<file path="src/common/execPkg.sv">
//////////////////////////////////////////////////////////////////////
// Execute stage package
// Word and index types, control and pipeline bundles, opcode codes
//////////////////////////////////////////////////////////////////////
`default_nettype none

package execPkg;

   // Basic widths
   typedef logic [15:0] word_t;
   typedef logic [2:0]  regIdx_t;
   typedef logic [4:0]  opcode_t;
   typedef logic [1:0]  fwdSel_t;

   // Operand source selects
   localparam fwdSel_t fwdNone = 2'b00;
   localparam fwdSel_t fwdWb   = 2'b01;
   localparam fwdSel_t fwdMem  = 2'b10;

   localparam word_t nopInstr = 16'h0800;

   // ALU operations
   localparam logic [2:0] aluRol  = 3'd0;
   localparam logic [2:0] aluSll  = 3'd1;
   localparam logic [2:0] aluRor  = 3'd2;
   localparam logic [2:0] aluSrl  = 3'd3;
   localparam logic [2:0] aluAdd  = 3'd4;
   localparam logic [2:0] aluXor  = 3'd5;
   localparam logic [2:0] aluAndn = 3'd6;

   // B operand sources
   localparam logic [1:0] bSrcReg  = 2'd0;
   localparam logic [1:0] bSrcImm5 = 2'd1;
   localparam logic [1:0] bSrcImm8 = 2'd2;
   localparam logic [1:0] bSrcSlbi = 2'd3;

   // Result selects
   localparam logic [2:0] resAlu = 3'd0;
   localparam logic [2:0] resEq  = 3'd1;
   localparam logic [2:0] resLt  = 3'd2;
   localparam logic [2:0] resLe  = 3'd3;
   localparam logic [2:0] resCo  = 3'd4;
   localparam logic [2:0] resBtr = 3'd5;

   // Opcodes with special handling
   localparam opcode_t opSubi  = 5'b01001;
   localparam opcode_t opAndni = 5'b01011;
   localparam opcode_t opSlbi  = 5'b10010;
   localparam opcode_t opStu   = 5'b10011;
   localparam opcode_t opBtr   = 5'b11001;
   localparam opcode_t opSeq   = 5'b11100;
   localparam opcode_t opSlt   = 5'b11101;
   localparam opcode_t opSle   = 5'b11110;
   localparam opcode_t opSco   = 5'b11111;

   typedef struct packed {
      logic [2:0] aluOp;
      logic       invA;
      logic       invB;
      logic       cin;
      logic       sign;
      logic [1:0] bSrc;
      logic       zeroExt;
      logic       immSel11;
      logic [2:0] brType;
      logic       jumpReg;
      logic [2:0] resultSel;
   } exCtrl_t;

   // Execute to memory pipeline bundle
   typedef struct packed {
      word_t   instruction;
      word_t   result;
      word_t   incrPc;
      word_t   bOperand;
      word_t   storeData;
      word_t   rtData;
      regIdx_t dest;
      logic    regWrite;
      logic    unalignedError;
   } exMem_t;

endpackage

`default_nettype wire

</file>
<file path="src/execute/execControl.sv">
//////////////////////////////////////////////////////////////////////
// Execute control decoder
// Maps opcode and function bits to ALU, operand and branch controls
//////////////////////////////////////////////////////////////////////
`timescale 1ns/1ns
`default_nettype none

module execControl
   import execPkg::*;
(
   input  word_t   instruction,
   output exCtrl_t ctrl
);

   opcode_t    opcode;
   logic [1:0] func;
   logic [2:0] aluSel;
   logic       regArith;
   logic       setCond;

   assign opcode   = instruction[15:11];
   assign func     = instruction[1:0];
   assign regArith = (opcode[4:1] == 4'b1101);
   assign setCond  = (opcode[4:2] == 3'b111);

   // Raw ALU select before mapping to an operation
   // Bit 2 picks arithmetic and logic over shift and rotate
   always_comb begin
      if (regArith) begin
         aluSel = {opcode[0], func};
      end else if (opcode[4:2] == 3'b101) begin
         aluSel = {1'b0, opcode[1:0]};
      end else if (opcode[4:2] == 3'b010) begin
         aluSel = {1'b1, opcode[1:0]};
      end else begin
         aluSel = 3'b100;
      end
   end

   always_comb begin
      ctrl = '0;

      ////////////////////////////////////////////////////////////////////
      // ALU controls
      ////////////////////////////////////////////////////////////////////
      if (aluSel[2]) begin
         case (aluSel[1:0])
            2'b10:   ctrl.aluOp = aluXor;
            2'b11:   ctrl.aluOp = aluAndn;
            default: ctrl.aluOp = aluAdd;
         endcase
      end else begin
         ctrl.aluOp = aluSel;
      end

      // SUB and SUBI negate Rs
      ctrl.invA = (regArith && {opcode[0], func} == 3'b101) || (opcode == opSubi);
      // ANDN, ANDNI and compares other than SCO invert B
      ctrl.invB = (regArith && {opcode[0], func} == 3'b111) || (opcode == opAndni) ||
                  (setCond && opcode != opSco);
      ctrl.cin  = ctrl.invA | ctrl.invB;
      // Carry-out compare is the only unsigned one
      ctrl.sign = (opcode != opSco);

      ////////////////////////////////////////////////////////////////////
      // Operand controls
      ////////////////////////////////////////////////////////////////////
      if (regArith || setCond || opcode[4:1] == 4'b0000) begin
         ctrl.bSrc = bSrcReg;
      end else if (opcode == opSlbi) begin
         ctrl.bSrc = bSrcSlbi;
      end else if (opcode[4:2] == 3'b010 || opcode[4:2] == 3'b101 ||
                   opcode[4:2] == 3'b100) begin
         ctrl.bSrc = bSrcImm5;
      end else begin
         ctrl.bSrc = bSrcImm8;
      end

      // XORI and ANDNI
      ctrl.zeroExt = (opcode[4:1] == 4'b0101);

      ////////////////////////////////////////////////////////////////////
      // Branch and jump controls
      ////////////////////////////////////////////////////////////////////
      // J and JAL
      ctrl.immSel11 = ({opcode[4:2], opcode[0]} == 4'b0010);
      // JR and JALR
      ctrl.jumpReg  = ({opcode[4:2], opcode[0]} == 4'b0011);
      if (opcode[4:2] == 3'b011) begin
         ctrl.brType = {1'b1, opcode[1:0]};
      end

      // Result source
      case (opcode)
         opSeq:   ctrl.resultSel = resEq;
         opSlt:   ctrl.resultSel = resLt;
         opSle:   ctrl.resultSel = resLe;
         opSco:   ctrl.resultSel = resCo;
         opBtr:   ctrl.resultSel = resBtr;
         default: ctrl.resultSel = resAlu;
      endcase
   end

   // Branch and register jump groups are disjoint
   always_comb begin
      assert (!(ctrl.brType[2] && ctrl.jumpReg))
         else $error("branch and register jump decoded together");
   end

endmodule

`default_nettype wire

</file>
<file path="src/execute/alu.sv">
//////////////////////////////////////////////////////////////////////
// 16-bit ALU
// Add, logic, shift and rotate with zero and overflow flags
//////////////////////////////////////////////////////////////////////
`timescale 1ns/1ns
`default_nettype none

module alu
   import execPkg::*;
(
   input  word_t   inA,
   input  word_t   inB,
   input  exCtrl_t ctrl,
   output word_t   result,
   output logic    zero,
   output logic    overflow
);

   word_t       a;
   word_t       b;
   logic [16:0] sum;
   logic [3:0]  shamt;
   logic [31:0] rotLeft;
   logic [31:0] rotRight;
   logic        signedOvf;

   // Conditional inversion for subtract and and-not
   assign a = ctrl.invA ? ~inA : inA;
   assign b = ctrl.invB ? ~inB : inB;

   assign sum   = {1'b0, a} + {1'b0, b} + {16'd0, ctrl.cin};
   assign shamt = inB[3:0];

   // Rotates on a doubled copy of A
   assign rotLeft  = {a, a} << shamt;
   assign rotRight = {a, a} >> shamt;

   always_comb begin
      case (ctrl.aluOp)
         aluRol:  result = rotLeft[31:16];
         aluSll:  result = a << shamt;
         aluRor:  result = rotRight[15:0];
         aluSrl:  result = a >> shamt;
         aluXor:  result = a ^ b;
         // B already inverted by the decoder
         aluAndn: result = a & b;
         default: result = sum[15:0];
      endcase
   end

   // Same input signs, different result sign
   assign signedOvf = (a[15] == b[15]) && (sum[15] != a[15]);

   assign zero     = (result == 16'h0000);
   // Carry out when unsigned
   assign overflow = ctrl.sign ? signedOvf : sum[16];

endmodule

`default_nettype wire

</file>
<file path="src/execute/branchUnit.sv">
//////////////////////////////////////////////////////////////////////
// Branch and jump unit
// Branch condition, target add, next PC and pipeline squash
//////////////////////////////////////////////////////////////////////
`timescale 1ns/1ns
`default_nettype none

module branchUnit
   import execPkg::*;
(
   input  exCtrl_t ctrl,
   input  word_t   instruction,
   input  word_t   incrPc,
   input  word_t   aluResult,
   input  logic    zero,
   output word_t   newPc,
   output logic    pcSrc,
   output logic    squash
);

   logic  sf;
   logic  taken;
   word_t offset;
   word_t target;

   assign sf = aluResult[15];

   // Condition on Rs plus zero
   always_comb begin
      case (ctrl.brType)
         3'b100:  taken = zero;
         3'b101:  taken = ~zero;
         3'b110:  taken = sf;
         3'b111:  taken = ~sf | zero;
         default: taken = ctrl.immSel11;
      endcase
   end

   // 11-bit offset for J and JAL, 8-bit for branches
   assign offset = ctrl.immSel11 ? {{5{instruction[10]}}, instruction[10:0]}
                                 : {{8{instruction[7]}}, instruction[7:0]};
   assign target = incrPc + offset;

   assign pcSrc = taken | ctrl.jumpReg;
   assign newPc = ctrl.jumpReg ? aluResult : (taken ? target : incrPc);

   // Immediate jumps are resolved early and need no flush
   assign squash = (newPc != incrPc) && !ctrl.immSel11;

   always_comb begin
      assert (!squash || pcSrc)
         else $error("squash without a taken branch or jump");
   end

endmodule

`default_nettype wire

</file>
<file path="src/execute/execute.sv">
//////////////////////////////////////////////////////////////////////
// Execute stage
// Forwarding muxes, B operand, result select, EX/MEM register
//////////////////////////////////////////////////////////////////////
`timescale 1ns/1ns
`default_nettype none

module execute
   import execPkg::*;
(
   input  logic    clk,
   input  logic    reset,
   input  word_t   instruction,
   input  word_t   incrPc,
   input  word_t   aReg,
   input  word_t   bReg,
   input  regIdx_t exDest,
   input  logic    regWrite,
   input  logic    unalignedError,
   input  word_t   wbData,
   input  fwdSel_t forwardA,
   input  fwdSel_t forwardB,
   output regIdx_t rs,
   output regIdx_t rt,
   output logic    rsValid,
   output logic    rtValid,
   output word_t   newPc,
   output logic    pcSrc,
   output logic    squash,
   output exMem_t  exMemOut
);

   opcode_t opcode;
   exCtrl_t ctrl;
   word_t   aOp;
   word_t   rtOp;
   word_t   ext5;
   word_t   ext8;
   word_t   bOperand;
   word_t   aluResult;
   word_t   result;
   logic    zero;
   logic    overflow;
   logic    lessThan;
   exMem_t  exMemNext;

   // Register value, writeback data or registered execute result
   function automatic word_t pickOperand(input fwdSel_t sel, input word_t regVal);
      case (sel)
         fwdWb:   return wbData;
         fwdMem:  return exMemOut.result;
         default: return regVal;
      endcase
   endfunction

   function automatic word_t bitReverse(input word_t val);
      word_t rev;
      for (int i = 0; i < 16; i++) begin
         rev[i] = val[15 - i];
      end
      return rev;
   endfunction

   assign opcode = instruction[15:11];

   execControl i_execControl (
      .instruction (instruction),
      .ctrl        (ctrl)
   );

   //////////////////////////////////////////////////////////////////////
   // Operands
   //////////////////////////////////////////////////////////////////////
   always_comb begin
      aOp  = pickOperand(forwardA, aReg);
      rtOp = pickOperand(forwardB, bReg);
   end

   assign ext5 = ctrl.zeroExt ? {11'd0, instruction[4:0]}
                              : {{11{instruction[4]}}, instruction[4:0]};
   assign ext8 = {{8{instruction[7]}}, instruction[7:0]};

   // Branches and BTR pass Rs through unchanged
   always_comb begin
      if (ctrl.brType[2] || opcode == opBtr) begin
         bOperand = '0;
      end else begin
         case (ctrl.bSrc)
            bSrcImm5: bOperand = ext5;
            bSrcImm8: bOperand = ext8;
            bSrcSlbi: bOperand = {aOp[7:0], instruction[7:0]};
            default:  bOperand = rtOp;
         endcase
      end
   end

   alu i_alu (
      .inA      (aOp),
      .inB      (bOperand),
      .ctrl     (ctrl),
      .result   (aluResult),
      .zero     (zero),
      .overflow (overflow)
   );

   branchUnit i_branchUnit (
      .ctrl        (ctrl),
      .instruction (instruction),
      .incrPc      (incrPc),
      .aluResult   (aluResult),
      .zero        (zero),
      .newPc       (newPc),
      .pcSrc       (pcSrc),
      .squash      (squash)
   );

   //////////////////////////////////////////////////////////////////////
   // Result select
   //////////////////////////////////////////////////////////////////////
   // Sign corrected by overflow
   assign lessThan = aluResult[15] ^ overflow;

   always_comb begin
      case (ctrl.resultSel)
         resEq:   result = {15'd0, zero};
         resLt:   result = {15'd0, lessThan};
         resLe:   result = {15'd0, lessThan | zero};
         resCo:   result = {15'd0, overflow};
         resBtr:  result = bitReverse(aluResult);
         default: result = aluResult;
      endcase
      // SLBI result is the byte pair built as the B operand
      if (opcode == opSlbi) begin
         result = bOperand;
      end
   end

   // Next pipeline bundle
   // Squash turns the slot into a NOP
   always_comb begin
      exMemNext.instruction    = squash ? nopInstr : instruction;
      exMemNext.result         = result;
      exMemNext.incrPc         = incrPc;
      // ST with update keeps the register value
      exMemNext.bOperand       = (opcode == opStu) ? rtOp : bOperand;
      exMemNext.storeData      = aOp;
      exMemNext.rtData         = rtOp;
      exMemNext.dest           = exDest;
      exMemNext.regWrite       = regWrite & ~squash;
      exMemNext.unalignedError = unalignedError;
   end

   always_ff @(posedge clk) begin
      if (reset) begin
         exMemOut <= '{instruction: nopInstr, default: '0};
      end else begin
         exMemOut <= exMemNext;
      end
   end

   //////////////////////////////////////////////////////////////////////
   // Source registers for forwarding
   //////////////////////////////////////////////////////////////////////
   assign rs = instruction[10:8];
   assign rt = instruction[7:5];
   // No Rs for 000xx or immediate jumps
   assign rsValid = (instruction[15:13] != 3'b000) &&
                    ({instruction[15:13], instruction[11]} != 4'b0010);
   assign rtValid = (instruction[15:12] == 4'b1101) || (instruction[15:13] == 3'b111);

   assert property (@(posedge clk) reset |=> !exMemOut.regWrite)
      else $error("regWrite set after reset");

endmodule

`default_nettype wire

</file>
<file path="src/source/forwardUnit.sv">
//////////////////////////////////////////////////////////////////////
// Forwarding unit
// Picks operand sources from the memory and writeback stages
//////////////////////////////////////////////////////////////////////
`timescale 1ns/1ns
`default_nettype none

module forwardUnit
   import execPkg::*;
(
   input  regIdx_t rs,
   input  regIdx_t rt,
   input  logic    rsValid,
   input  logic    rtValid,
   input  regIdx_t memDest,
   input  logic    memRegWrite,
   input  regIdx_t wbDest,
   input  logic    wbRegWrite,
   output fwdSel_t forwardA,
   output fwdSel_t forwardB
);

   // Younger memory-stage result wins over writeback
   function automatic fwdSel_t selectSource(input regIdx_t src, input logic valid);
      if (valid && memRegWrite && memDest == src) begin
         return fwdMem;
      end else if (valid && wbRegWrite && wbDest == src) begin
         return fwdWb;
      end
      return fwdNone;
   endfunction

   always_comb begin
      forwardA = selectSource(rs, rsValid);
      forwardB = selectSource(rt, rtValid);
   end

   always_comb begin
      assert (forwardA != 2'b11 && forwardB != 2'b11)
         else $error("unused forward select code");
   end

endmodule

`default_nettype wire

</file>
<file path="src/source/executeTop.sv">
//////////////////////////////////////////////////////////////////////
// Execute top level
// Execute stage with its forwarding unit
//////////////////////////////////////////////////////////////////////
`timescale 1ns/1ns
`default_nettype none

module executeTop
   import execPkg::*;
(
   input  logic    clk,
   input  logic    reset,
   input  word_t   instruction,
   input  word_t   incrPc,
   input  word_t   aReg,
   input  word_t   bReg,
   input  regIdx_t exDest,
   input  logic    regWrite,
   input  logic    unalignedError,
   input  word_t   wbData,
   input  regIdx_t wbDest,
   input  logic    wbRegWrite,
   output word_t   newPc,
   output logic    pcSrc,
   output logic    squash,
   output exMem_t  exMemOut
);

   regIdx_t rs;
   regIdx_t rt;
   logic    rsValid;
   logic    rtValid;
   fwdSel_t forwardA;
   fwdSel_t forwardB;

   execute i_execute (
      .clk            (clk),
      .reset          (reset),
      .instruction    (instruction),
      .incrPc         (incrPc),
      .aReg           (aReg),
      .bReg           (bReg),
      .exDest         (exDest),
      .regWrite       (regWrite),
      .unalignedError (unalignedError),
      .wbData         (wbData),
      .forwardA       (forwardA),
      .forwardB       (forwardB),
      .rs             (rs),
      .rt             (rt),
      .rsValid        (rsValid),
      .rtValid        (rtValid),
      .newPc          (newPc),
      .pcSrc          (pcSrc),
      .squash         (squash),
      .exMemOut       (exMemOut)
   );

   // Memory stage is the registered execute output
   forwardUnit i_forwardUnit (
      .rs          (rs),
      .rt          (rt),
      .rsValid     (rsValid),
      .rtValid     (rtValid),
      .memDest     (exMemOut.dest),
      .memRegWrite (exMemOut.regWrite),
      .wbDest      (wbDest),
      .wbRegWrite  (wbRegWrite),
      .forwardA    (forwardA),
      .forwardB    (forwardB)
   );

endmodule

`default_nettype wire

</file>
<file path="config.mk">
export PLATFORM = sky130hd
export DESIGN_NAME = executeTop
export DESIGN_NICKNAME = d
export VERILOG_FILES = /design/src/common/execPkg.sv /design/src/execute/execControl.sv /design/src/execute/alu.sv /design/src/execute/branchUnit.sv /design/src/execute/execute.sv /design/src/source/forwardUnit.sv /design/src/source/executeTop.sv
export SDC_FILE = /design/constraint.sdc
export NUM_CORES = 1
export LEC_CHECK = 0
export ABC_AREA = 0
export BUFFER_PORTS_ARGS = -buffer_cell sky130_fd_sc_hd__buf_2
export CORE_MARGIN = 2
export CORE_UTILIZATION = 35
export CTS_BUF_LIST = sky130_fd_sc_hd__clkbuf_16
export CTS_CLUSTER_SIZE = 20
export DETAILED_ROUTE_END_ITERATION = 10
export PLACE_DENSITY = 0.68
export SLEW_MARGIN = 20
export SYNTH_ARGS = -nofsm -noshare
export SYNTH_HDL_FRONTEND = slang
export SYNTH_SLANG_ARGS = --single-unit
</file>
<file path="constraint.sdc">
create_clock -name clk -period 8.7 [get_ports clk]
set_clock_uncertainty 0.2 [all_clocks]
set_input_delay 0.87 -clock clk [delete_from_list [all_inputs] [get_ports clk]]
set_output_delay 0.87 -clock clk [all_outputs]
set_load 0.1 [all_outputs]
</file>
After elaboration in Yosys (flattened, before gate mapping)
Cells that the tools add are included.
- output and inout port bits: 119
- RAM bits: 0
- memories kept: 0
- ROM bits: 0
- flip-flop bits (word level): 101
- latch bits: 0
- div/mod/pow operators: 0
- order comparisons: 0
- shift-type cells: 4
- multipliers: 0
- add/subtract/negate cells: 3
- eq/ne operators: 52
- muxes and demuxes: 36
- bitwise gates (word level): 13
- reduce and logical (&&, ||, !) cells: 28
- operators with widths (kind ; count):
    two-way mux 16 bit ; 9
    one-hot mux 16 bit (6 select lines) ; 1
    one-hot mux 16 bit (5 select lines) ; 1
    one-hot mux 16 bit (2 select lines) ; 2
    one-hot mux 16 bit (3 select lines) ; 1
    == test 3 bit, second input constant ; 13
    == test 5 bit, second input constant ; 7
    inverter 16 bit ; 2
    << shifter 32 x 4 -> 32 bit ; 1
    right shift 32 x 4 -> 16 bit ; 1
    two-way mux 2 bit ; 10
    == test 3 x 2 -> 1 bit, second input constant ; 6
    adder 16 x 16 -> 17 bit ; 1
    adder 17 x 1 -> 17 bit ; 1
    adder 16 bit ; 1
    AND 16 bit ; 1
    zero test 16 bit ; 1
    != test 16 bit ; 1
    << shifter 16 x 4 -> 16 bit ; 1
    right shift 16 x 4 -> 16 bit ; 1
    XOR 16 bit ; 1
    one-hot mux 3 bit (5 select lines) ; 1
    logical AND 1 bit ; 14
    == test 2 bit, second input constant ; 6
    25 further kinds ; 52

Logic depth before layout (Yosys ltp)
Gate-level depths: netlist of the first run.
- depth in word-level cells: 25
- mapped depth: 28
- mapped depth without buffers: 24

Hierarchy
A second synthesis of the first run with hierarchy kept.
- cell total of the unflattened synthesis: 1377
- area total of the unflattened synthesis: 11314.6 um2
- modules (own cells, without submodules) (module ; seq. area each (um2) ; times used ; area each (um2) ; cells each):
    execute ; 2021.9 ; 1 ; 4857.2 ; 528
    alu ; 0.0 ; 1 ; 4245.3 ; 540
    branchUnit ; 0.0 ; 1 ; 1689.1 ; 233
    execControl ; 0.0 ; 1 ; 350.3 ; 56
    forwardUnit ; 0.0 ; 1 ; 172.7 ; 20

Worst setup path after synthesis of the first run
Ideal clock, no wire load.
- kind: in2out
- start: input instruction[11]
- end: output newPc[0]
- stages: 27
- setup slack: -3089 ps
- arrival: 10719 ps
- required time: 7630 ps
- path through: clkbuf_1 clkbuf_1 nand2_1 a211oi_1 clkbuf_1 a41o_1 clkbuf_1 clkbuf_1 xnor2_1 fa_1 inv_1 fa_1 nor2b_1 o21ai_0 a21boi_0 o41ai_1 a21oi_1 a211oi_1 o21ai_0 xor2_1 a222oi_1 o211ai_1 nor4_2 nand4_1 a21oi_2 nor3_2 o311ai_0
- longest elaborated chain between the ends: 21
- RTL lines (element ; line ; text):
    start, declared ; executeTop.sv:13 ; input word_t instruction,
    != test 4 x 2 -> 1 bit ; execute.sv:168 ; ({instruction[15:13], instruction[11]} != 4'b0010);
    logical AND 1 bit ; execute.sv:167 ; assign rsValid = (instruction[15:13] != 3'b000) &&
    logical AND 1 bit (2 in series) ; forwardUnit.sv:27 ; end else if (valid && wbRegWrite && wbDest == src) begin
    two-way mux 1 bit ; forwardUnit.sv:27 ;
    two-way mux 1 bit ; forwardUnit.sv:25 ; if (valid && memRegWrite && memDest == src) begin
    two-way mux 2 bit ; forwardUnit.sv:30 ; return fwdNone;
    == test 2 bit / == test 2 x 1 -> 1 bit (equally long branches) ; execute.sv:49 ; case (sel)
    one-hot mux 16 bit (2 select lines) ; execute.sv:49 ;
    [... 4 more ...] ; - ;
    adder 16 x 16 -> 17 bit ; alu.sv:31 ; assign sum = {1'b0, a} + {1'b0, b} + {16'd0, ctrl.cin};
    adder 17 x 1 -> 17 bit ; alu.sv:31 ;
    one-hot mux 16 bit (6 select lines) ; alu.sv:39 ; case (ctrl.aluOp)
    zero test 16 bit / inverter 1 bit (equally long branches) ; alu.sv:54, branchUnit.sv:34 ;
    bitwise OR 1 bit / inverter 1 bit (equally long branches) ; branchUnit.sv:34, branchUnit.sv:32 ;
    one-hot mux 1 bit (4 select lines) ; branchUnit.sv:30 ; case (ctrl.brType)
    two-way mux 16 bit ; branchUnit.sv:45 ; assign newPc = ctrl.jumpReg ? aluResult : (taken ? target : incrPc);
    two-way mux 16 bit * ; branchUnit.sv:45 ;
    end, declared ; executeTop.sv:23 ; output word_t newPc,
Mark *: on every way between the ends. The rest lies on a longest branch, timed or not.

Final worst setup path of the first run
- start: input instruction[7]
- end: output newPc[6]
- longest elaborated chain between the ends: 19
- RTL lines (element ; line ; text):
    == test 3 bit ; forwardUnit.sv:27 ;
    logical AND 1 bit ; forwardUnit.sv:27 ;
    two-way mux 1 bit ; forwardUnit.sv:27 ;
    two-way mux 1 bit ; forwardUnit.sv:25 ;
    two-way mux 2 bit ; forwardUnit.sv:30 ;
    == test 2 bit / == test 2 x 1 -> 1 bit (equally long branches) ; execute.sv:49 ;
    one-hot mux 16 bit (2 select lines) ; execute.sv:49 ;
    one-hot mux 16 bit (3 select lines) * ; execute.sv:88 ; case (ctrl.bSrc)
    [... 3 more ...] ; - ;
    adder 16 x 16 -> 17 bit ; alu.sv:31 ;
    adder 17 x 1 -> 17 bit ; alu.sv:31 ;
    one-hot mux 16 bit (6 select lines) * ; alu.sv:39 ;
    zero test 16 bit / inverter 1 bit (equally long branches) ; alu.sv:54, branchUnit.sv:34 ;
    bitwise OR 1 bit / inverter 1 bit (equally long branches) ; branchUnit.sv:34, branchUnit.sv:32 ;
    one-hot mux 1 bit (4 select lines) ; branchUnit.sv:30 ;
    two-way mux 16 bit ; branchUnit.sv:45 ;
    two-way mux 16 bit * ; branchUnit.sv:45 ;
Marked as above.

==> results.sh, run 1 <==
export IMPL_area_delta_synth_final_pct=26.5
export IMPL_gp_congestion=1.00
export IMPL_globalRouteTotalUtil=0.310
export IMPL_maxCapViolCount=0
export IMPL_routedWlPerCell_um=24.9
export IMPL_cts_hold_buf=0
export IMPL_synth_distinct_cells=94
export IMPL_number_of_flops_mapped_to_enable_cells_by_yosys=0
export IMPL_synth_compound_gate_area_share=0.305
export IMPL_first_pass_grt_wire_length_mm=67.5
export IMPL_top_regs="i_execute.exMemOut: 101 flops"
export IMPL_yosysTopAreaCell="dfxtp_1"
export IMPL_floorplan_initialDensity=0.356
export IMPL_crit_reg2reg_capture="i_execute.exMemOut[96]"
export IMPL_core_area_um2=27000
export IMPL_synth_nets=1396
export IMPL_num_io_pins=210
export IMPL_power_mw=2.58
export IMPL_worstMarginPinSlew_ps=1140
export IMPL_slew_violations=0
export IMPL_timing_hold_worst_class="flip-flop to flip-flop"
export IMPL_setup_reg_to_reg_worst_slack_ps=1970
export IMPL_clock_path_buffers=2
export IMPL_maxClockFrequency_mhz=121
export IMPL_synthDominantCellAreaShare=0.211
export IMPL_antenna_violating_nets_post_route=0
export IMPL_synth_ff_type="dfxtp_1"
export IMPL_diodes=0
export IMPL_async_reset_ff_frac=0
export IMPL_core_rowCount=60
export IMPL_rr_worst_depth=24
export IMPL_cts_htree_levels=3
export IMPL_numClockSinks=101
export IMPL_cell_types_with_the_highest_counts_after_synthesis="nor2_1 (166), nand2_1 (113), dfxtp_1 (101)"
export IMPL_post_synthesis_cell_area_um2=9590
export IMPL_synth_area_mux_share=0.0674
export IMPL_min_tclk_post_route_ps=8270
export IMPL_clkSlewWorstSetupHoldPaths_ps=80
export IMPL_tritoncts="done"
export IMPL_worst_hold_startpoint="i_execute.exMemOut[73]"
export IMPL_drc=0
export IMPL_number_of_vias_per_cell_after_detailed_routing=6.45
export IMPL_netlist_top_cells_area="dfxtp_1 (21%), nor2_1 (6.5%), xnor2_1 (5.5%)"
export IMPL_cellLeakagePower_nw=5.22
export IMPL_status="finished, final reports clean"
export IMPL_worst_ep_arrival_time_ps=7200
export IMPL_combined_area_of_the_multi_input_logic_cells_um2=7240
export IMPL_insertion_delay_ps=370
export IMPL_synth_most_common_cell="nor2_1"
export IMPL_end_point_of_the_worst_hold_path="i_execute.exMemOut[9]"
export IMPL_worstSetupPathType="input port to output pin"
export IMPL_number_of_antenna_violations_at_the_first_check_in_global_routing=1
export IMPL_drive_gt1_frac=0.263
export IMPL_worst_hold_path_num_cells=2
export IMPL_synth_warning_count=0
export IMPL_worst_r2r_startpoint="i_execute.exMemOut[4]"
export IMPL_detailedRoute_firstIterationViolations=1614
export IMPL_grt_pass1_vias=11000
export IMPL_endpoint_kind="output pin"
export IMPL_place_port_buffers=209
export IMPL_power_density_cell_area_nw_per_um2=213
export IMPL_num_fill_cells=2761
export IMPL_post_layout_nets=1631
export IMPL_die_h_um=169
export IMPL_clock_root_buffer="clkbuf_16"
export IMPL_fin_crit_sh=0.950
export IMPL_largest_register_ff_count=101
export IMPL_synthAdderAreaFrac=0.0467
export IMPL_setup_worst_path_start_class="input port"
export IMPL_grt_remaining_overflow=0
export IMPL_syn_instance_count=1271
export IMPL_regMostFlops="i_execute.exMemOut"
export IMPL_hold_violations=0
export IMPL_dpl_hpwl_mm=36.9
export IMPL_sequential_cell_area_um2=2030
export IMPL_irDropWorstVdd_mv=0.128
export IMPL_dominant_combinational_cell_family_by_area_after_synthesis="compound AO/OA/AOI/OAI gates"
export IMPL_cp_data_required_time_ps=7630
export IMPL_die_width_um=169
export IMPL_seq_cells_post_synth=101
export IMPL_cts_inserted_buffers=9
export IMPL_synth_avg_cell_area_um2=7.54
export IMPL_synth_xor_xnor_area_share=0.0769
export IMPL_finalSetupViolCount=0
export IMPL_route_vias_total=11900
export IMPL_dr_pass1_iters=6
export IMPL_floorplan_die_area_um2=28700
export IMPL_grt_max_degree=105
export IMPL_wirelength_routed_mm=46.0
export IMPL_maxSlewHeadroom=0.243
export IMPL_synth_simple_area_share=0.241
export IMPL_yosysSeqAreaShare=0.211
export IMPL_layout_core_utilization=0.450
export IMPL_setup_repair_after_global_routing_missed_its_margin="false"
export IMPL_crit_path_max_fanout=7
[through the flow]
stage               cell area [um2]  TNS (ps)  setup WS [ps]  hold slack (ps)  std cells
floorplan                      9730         0           14.9              594       1271
global placement              11700         0            174              429       1832
detailed placement            11700     -17.3          -17.3              446       1832
CTS                           12000         0            175              462       1848
global route                  12100         0           12.6              512       1852
finish                        12100         0            431              469       1852
[layout by cell type (no fill, tap or decap), types with 15 or more instances in the layout]
master    synthesis  routed
a211oi_1         37      35
o22ai_1          36      36
o21ai_1          15      15
xor2_1           21      21
and3_1           20      20
a221o_1          17      17
dfxtp_1         101      98
inv_1            43      43
nor2b_1          30      30
mux2i_1          33      33
buf_4             4      94
xnor2_1          60      59
nor3_1           32      31
a221oi_1         34      33
o21ai_0          47      47
ha_1             31      31
nand4_1          23      23
buf_2            15     190
nand3_1          34      31
nand2_1         113     113
nor2_1          166     165
a21oi_1          55      54
o211ai_1         21      21
[worst max-delay path by stage]
stage	endpoint	cells after the start	slack [ps]	from
after global placement	newPc[1]	26	170	instruction[5]
final	newPc[6]	27	430	instruction[7]
after floorplan	newPc[10]	28	10	instruction[14]
after global routing	newPc[6]	27	10	instruction[13]
after CTS	newPc[1]	28	180	instruction[5]
after detailed placement	newPc[1]	24	-20	instruction[5]
[cells by family after synthesis]
kind of cell	Yosys count
AOI/OAI and AO/OA	397
adders and majority gates	34
and+or+nand+nor	480
buffers and inverters	123
muxes	54
xor gates and xnor gates	82
DFF	101
[layer usage]
layer / share of wire / vias up / track usage
met5: 0 / - / 0
met4: 0.055 / 0 / 0.159
met3: 0.11 / 145 / 0.0651
met2: 0.43 / 812 / 0.478
met1: 0.40 / 5707 / 0.407
li1: - / 5279 / -
[timing repair]
action,CTS,global route
setup buffers,0,4
pin swaps,0,3
setup endpoints to repair,6,18
gates resized for setup,1,11
[final cells by class]
class,instances,area share
Inverter,44,0.0136
Sequential cell,101,0.167
Multi-Input combinational cell,1047,0.597
Tap cell,341,0.0352
Clock buffer,9,0.0186
Clock inverter,7,0.00526
Timing Repair Buffer,303,0.163
[power by group]
part	internal, mW	switching, mW
Clock	0.202	0.222
Combinational	0.478	1.14
Sequential	0.509	0.0287
[critical path, cell delays in order]
cell and delay, ps:
buf_2 120, buf_4 170, xnor2_1 190, nand4_1 280, a21oi_2 270, buf_4 190
nor2_1 50, a21oi_1 200, o21ai_0 210, a221o_1 450, xnor2_1 140, ha_1 260
or2_2 330, o41ai_2 430, a21oi_1 140, a211oi_2 280, o21ai_0 190, xor2_1 190
a222oi_1 350, o211ai_1 180, nor4_2 320, and4_1 270, nor3_1 90, buf_4 170
or4_1 520, o311ai_2 120, buf_12 220
No activity file was read; power rests on OpenSTA's default activity.
==> run 2: changes to the inputs <==
- RECOVER_POWER: default -> 50
==> run 2 against run 1 <==
  * The flow now finishes with violations (capacitance limit, slew limit)
  * Via count fell by 0.79%
  * Sequential cell count did not move
  * Register-to-register slack lost 50 ps
  * Hold slack worse by 1.7 ps
  * Critical path depth is the same
  * Sequential share of layout area is 0.16 points higher
  * Total power is 0.27% lower
  * Routed wire length rose by 0.14%
  * Clock-buffer cell count did not move
  * Critical path type unchanged
  * Largest power group unchanged
==> results.sh, run 2 (synthesis gave the netlist of run 1 again) <==
export IMPL_grt_remaining_overflow=0
export IMPL_power_density_cell_area_nw_per_um2=214
export IMPL_diodes=0
export IMPL_power_share_combinational=0.625
export IMPL_route_vias_total=11800
export IMPL_routedWlPerCell_um=24.9
export IMPL_floorplan_initialDensity=0.356
export IMPL_tritoncts="done"
export IMPL_cp_slowest_stage_delay_ps=520
export IMPL_hold_violations=0
export IMPL_layout_commonest_cell="nor2_1"
export IMPL_first_pass_grt_wire_length_mm=67.5
export IMPL_number_of_antenna_violations_at_the_first_check_in_global_routing=1
export IMPL_numClockSinks=101
export IMPL_endpoint_kind="output pin"
export IMPL_worstMarginPinSlew_ps=4770
export IMPL_share_of_total_power_in_the_clock_network=0.165
export IMPL_largest_register_ff_count=101
export IMPL_drive_gt1_frac=0.203
export IMPL_setup_repair_after_global_routing_missed_its_margin="false"
export IMPL_total_switching_power_mw=1.39
export IMPL_clock_path_buffers=2
export IMPL_grt_max_degree=105
export IMPL_worstSetupPathType="input port to output pin"
export IMPL_maxClockFrequency_mhz=120
export IMPL_clkSlewWorstSetupHoldPaths_ps=80
export IMPL_place_worst_setup_slack_ps=-17.3
export IMPL_sequential_share_of_power=0.210
export IMPL_power_switching_fraction=0.541
export IMPL_grt_pass1_vias=11000
export IMPL_core_rowCount=60
export IMPL_end_point_of_the_worst_hold_path="i_execute.exMemOut[9]"
export IMPL_cts_hold_buf=0
export IMPL_gp_congestion=1.00
export IMPL_core_area_um2=27000
export IMPL_status="complete, but fails checks"
export IMPL_violations="capacitance limit, slew limit"
export IMPL_p_int_mw=1.18
export IMPL_detailedRoute_firstIterationViolations=1607
export IMPL_cp_common_cell="buf_4"
export IMPL_globalRouteTotalUtil=0.310
export IMPL_crit_path_max_fanout=7
export IMPL_area_delta_synth_final_pct=25.3
export IMPL_cp_data_required_time_ps=7630
export IMPL_place_port_buffers=209
export IMPL_maxSlewHeadroom=-2.18
export IMPL_number_of_vias_per_cell_after_detailed_routing=6.40
export IMPL_worst_hold_startpoint="i_execute.exMemOut[73]"
export IMPL_regMostFlops="i_execute.exMemOut"
export IMPL_timing_hold_worst_class="flip-flop to flip-flop"
export IMPL_layout_core_utilization=0.446
export IMPL_dr_pass1_iters=6
export IMPL_floorplan_die_area_um2=28700
export IMPL_fin_crit_sh=0.954
export IMPL_cellLeakagePower_nw=4.89
export IMPL_irDropWorstVdd_mv=0.128
export IMPL_top_regs="i_execute.exMemOut: 101 flops"
export IMPL_crit_path_top_delay_cell="or4_1"
export IMPL_placed_area_um2=11700
export IMPL_num_io_pins=210
export IMPL_slew_violations=105
export IMPL_cts_htree_levels=3
export IMPL_insertion_delay_ps=370
export IMPL_final_standard_cell_area_without_fillers_um2=12000
export IMPL_worst_ep_arrival_time_ps=7230
export IMPL_power_mw=2.57
export IMPL_crit_reg2reg_capture="i_execute.exMemOut[96]"
export IMPL_setup_reg_to_reg_worst_slack_ps=1920
export IMPL_cts_inserted_buffers=9
export IMPL_post_layout_nets=1631
export IMPL_die_width_um=169
export IMPL_final_critical_path_setup_slack_ps=401
export IMPL_setup_worst_path_start_class="input port"
export IMPL_rr_worst_depth=24
export IMPL_die_h_um=169
export IMPL_worst_hold_path_num_cells=2
export IMPL_finalSetupViolCount=0
export IMPL_most_common_layout_cells="nor2_1 (165), nand2_1 (113), buf_2 (101), dfxtp_1 (98), buf_4 (93)"
export IMPL_drc=0
export IMPL_clock_root_buffer="clkbuf_16"
export IMPL_antenna_violating_nets_post_route=0
export IMPL_worst_r2r_startpoint="i_execute.exMemOut[4]"
export IMPL_wirelength_routed_mm=46.1
export IMPL_dpl_hpwl_mm=36.9
export IMPL_maxCapViolCount=1
export IMPL_min_tclk_post_route_ps=8300
run 2: cell count changes in the layout (fill, tap and decap cells not counted), sizes merged:
cell,change
buf,-90
clkbuf,+90
run 2: layer usage:
metal  GRT usage  vias to the layer above  share of wire
met5           0                        -              0
met4       0.159                        0          0.053
met3      0.0651                      146           0.11
met2       0.478                      834           0.43
met1       0.407                     5588           0.40
li1            -                     5281              -
run 2: metrics by stage:
| stage | std cells | setup TNS [ps] | hold WS [ps] |
|---|---|---|---|
| finish | 1852 | 0 | 468 |
| global route | 1852 | 0 | 512 |
| CTS | 1848 | 0 | 462 |
| detailed placement | 1832 | -17.3 | 446 |
| global placement | 1832 | 0 | 429 |
| floorplan | 1271 | 0 | 594 |
run 2: repair_timing:
action	in CTS	in global routing
setup buffers	0	4
endpoints found under the setup margin	6	18
gates resized for setup	1	11
pin swaps	0	3
run 2: power by group through the flow:
stage	Sequential, mW	Combinational [mW]	Clock, mW
after floorplan	0.869	0.754	0
after global placement	0.547	1.56	0
after detailed placement	0.547	1.56	0
after CTS	0.536	1.57	0.424
after global routing	0.541	1.67	0.441
final	0.539	1.61	0.424
run 2: area by class of cell:
cell class / instances / area (um2)
clock inverter: 7 / 63.8
inverter: 44 / 165
sequential: 101 / 2030
clock buffer: 9 / 225
multi-input combinational: 1047 / 7240
timing repair buffer: 303 / 1860
tap: 341 / 427
fill: 2802 / 14900
run 2: critical path: cells and delay by family:
family,cells,cell delay (ps)
compound gates,11,2810
xor+xnor,3,520
fa+ha+maj,1,260
buf+inv,5,870
simple gates,7,1880
run 2: how the worst max path moves through the flow:
stage / start / endpoint / slack (ps) / cells after the start
2_1_floorplan: instruction[14] / newPc[10] / 10 / 28
3_3_place_gp: instruction[5] / newPc[1] / 170 / 26
3_5_place_dp: instruction[5] / newPc[1] / -20 / 24
4_1_cts: instruction[5] / newPc[1] / 180 / 28
5_1_grt: instruction[13] / newPc[6] / 10 / 27
6_report: instruction[7] / newPc[6] / 400 / 27
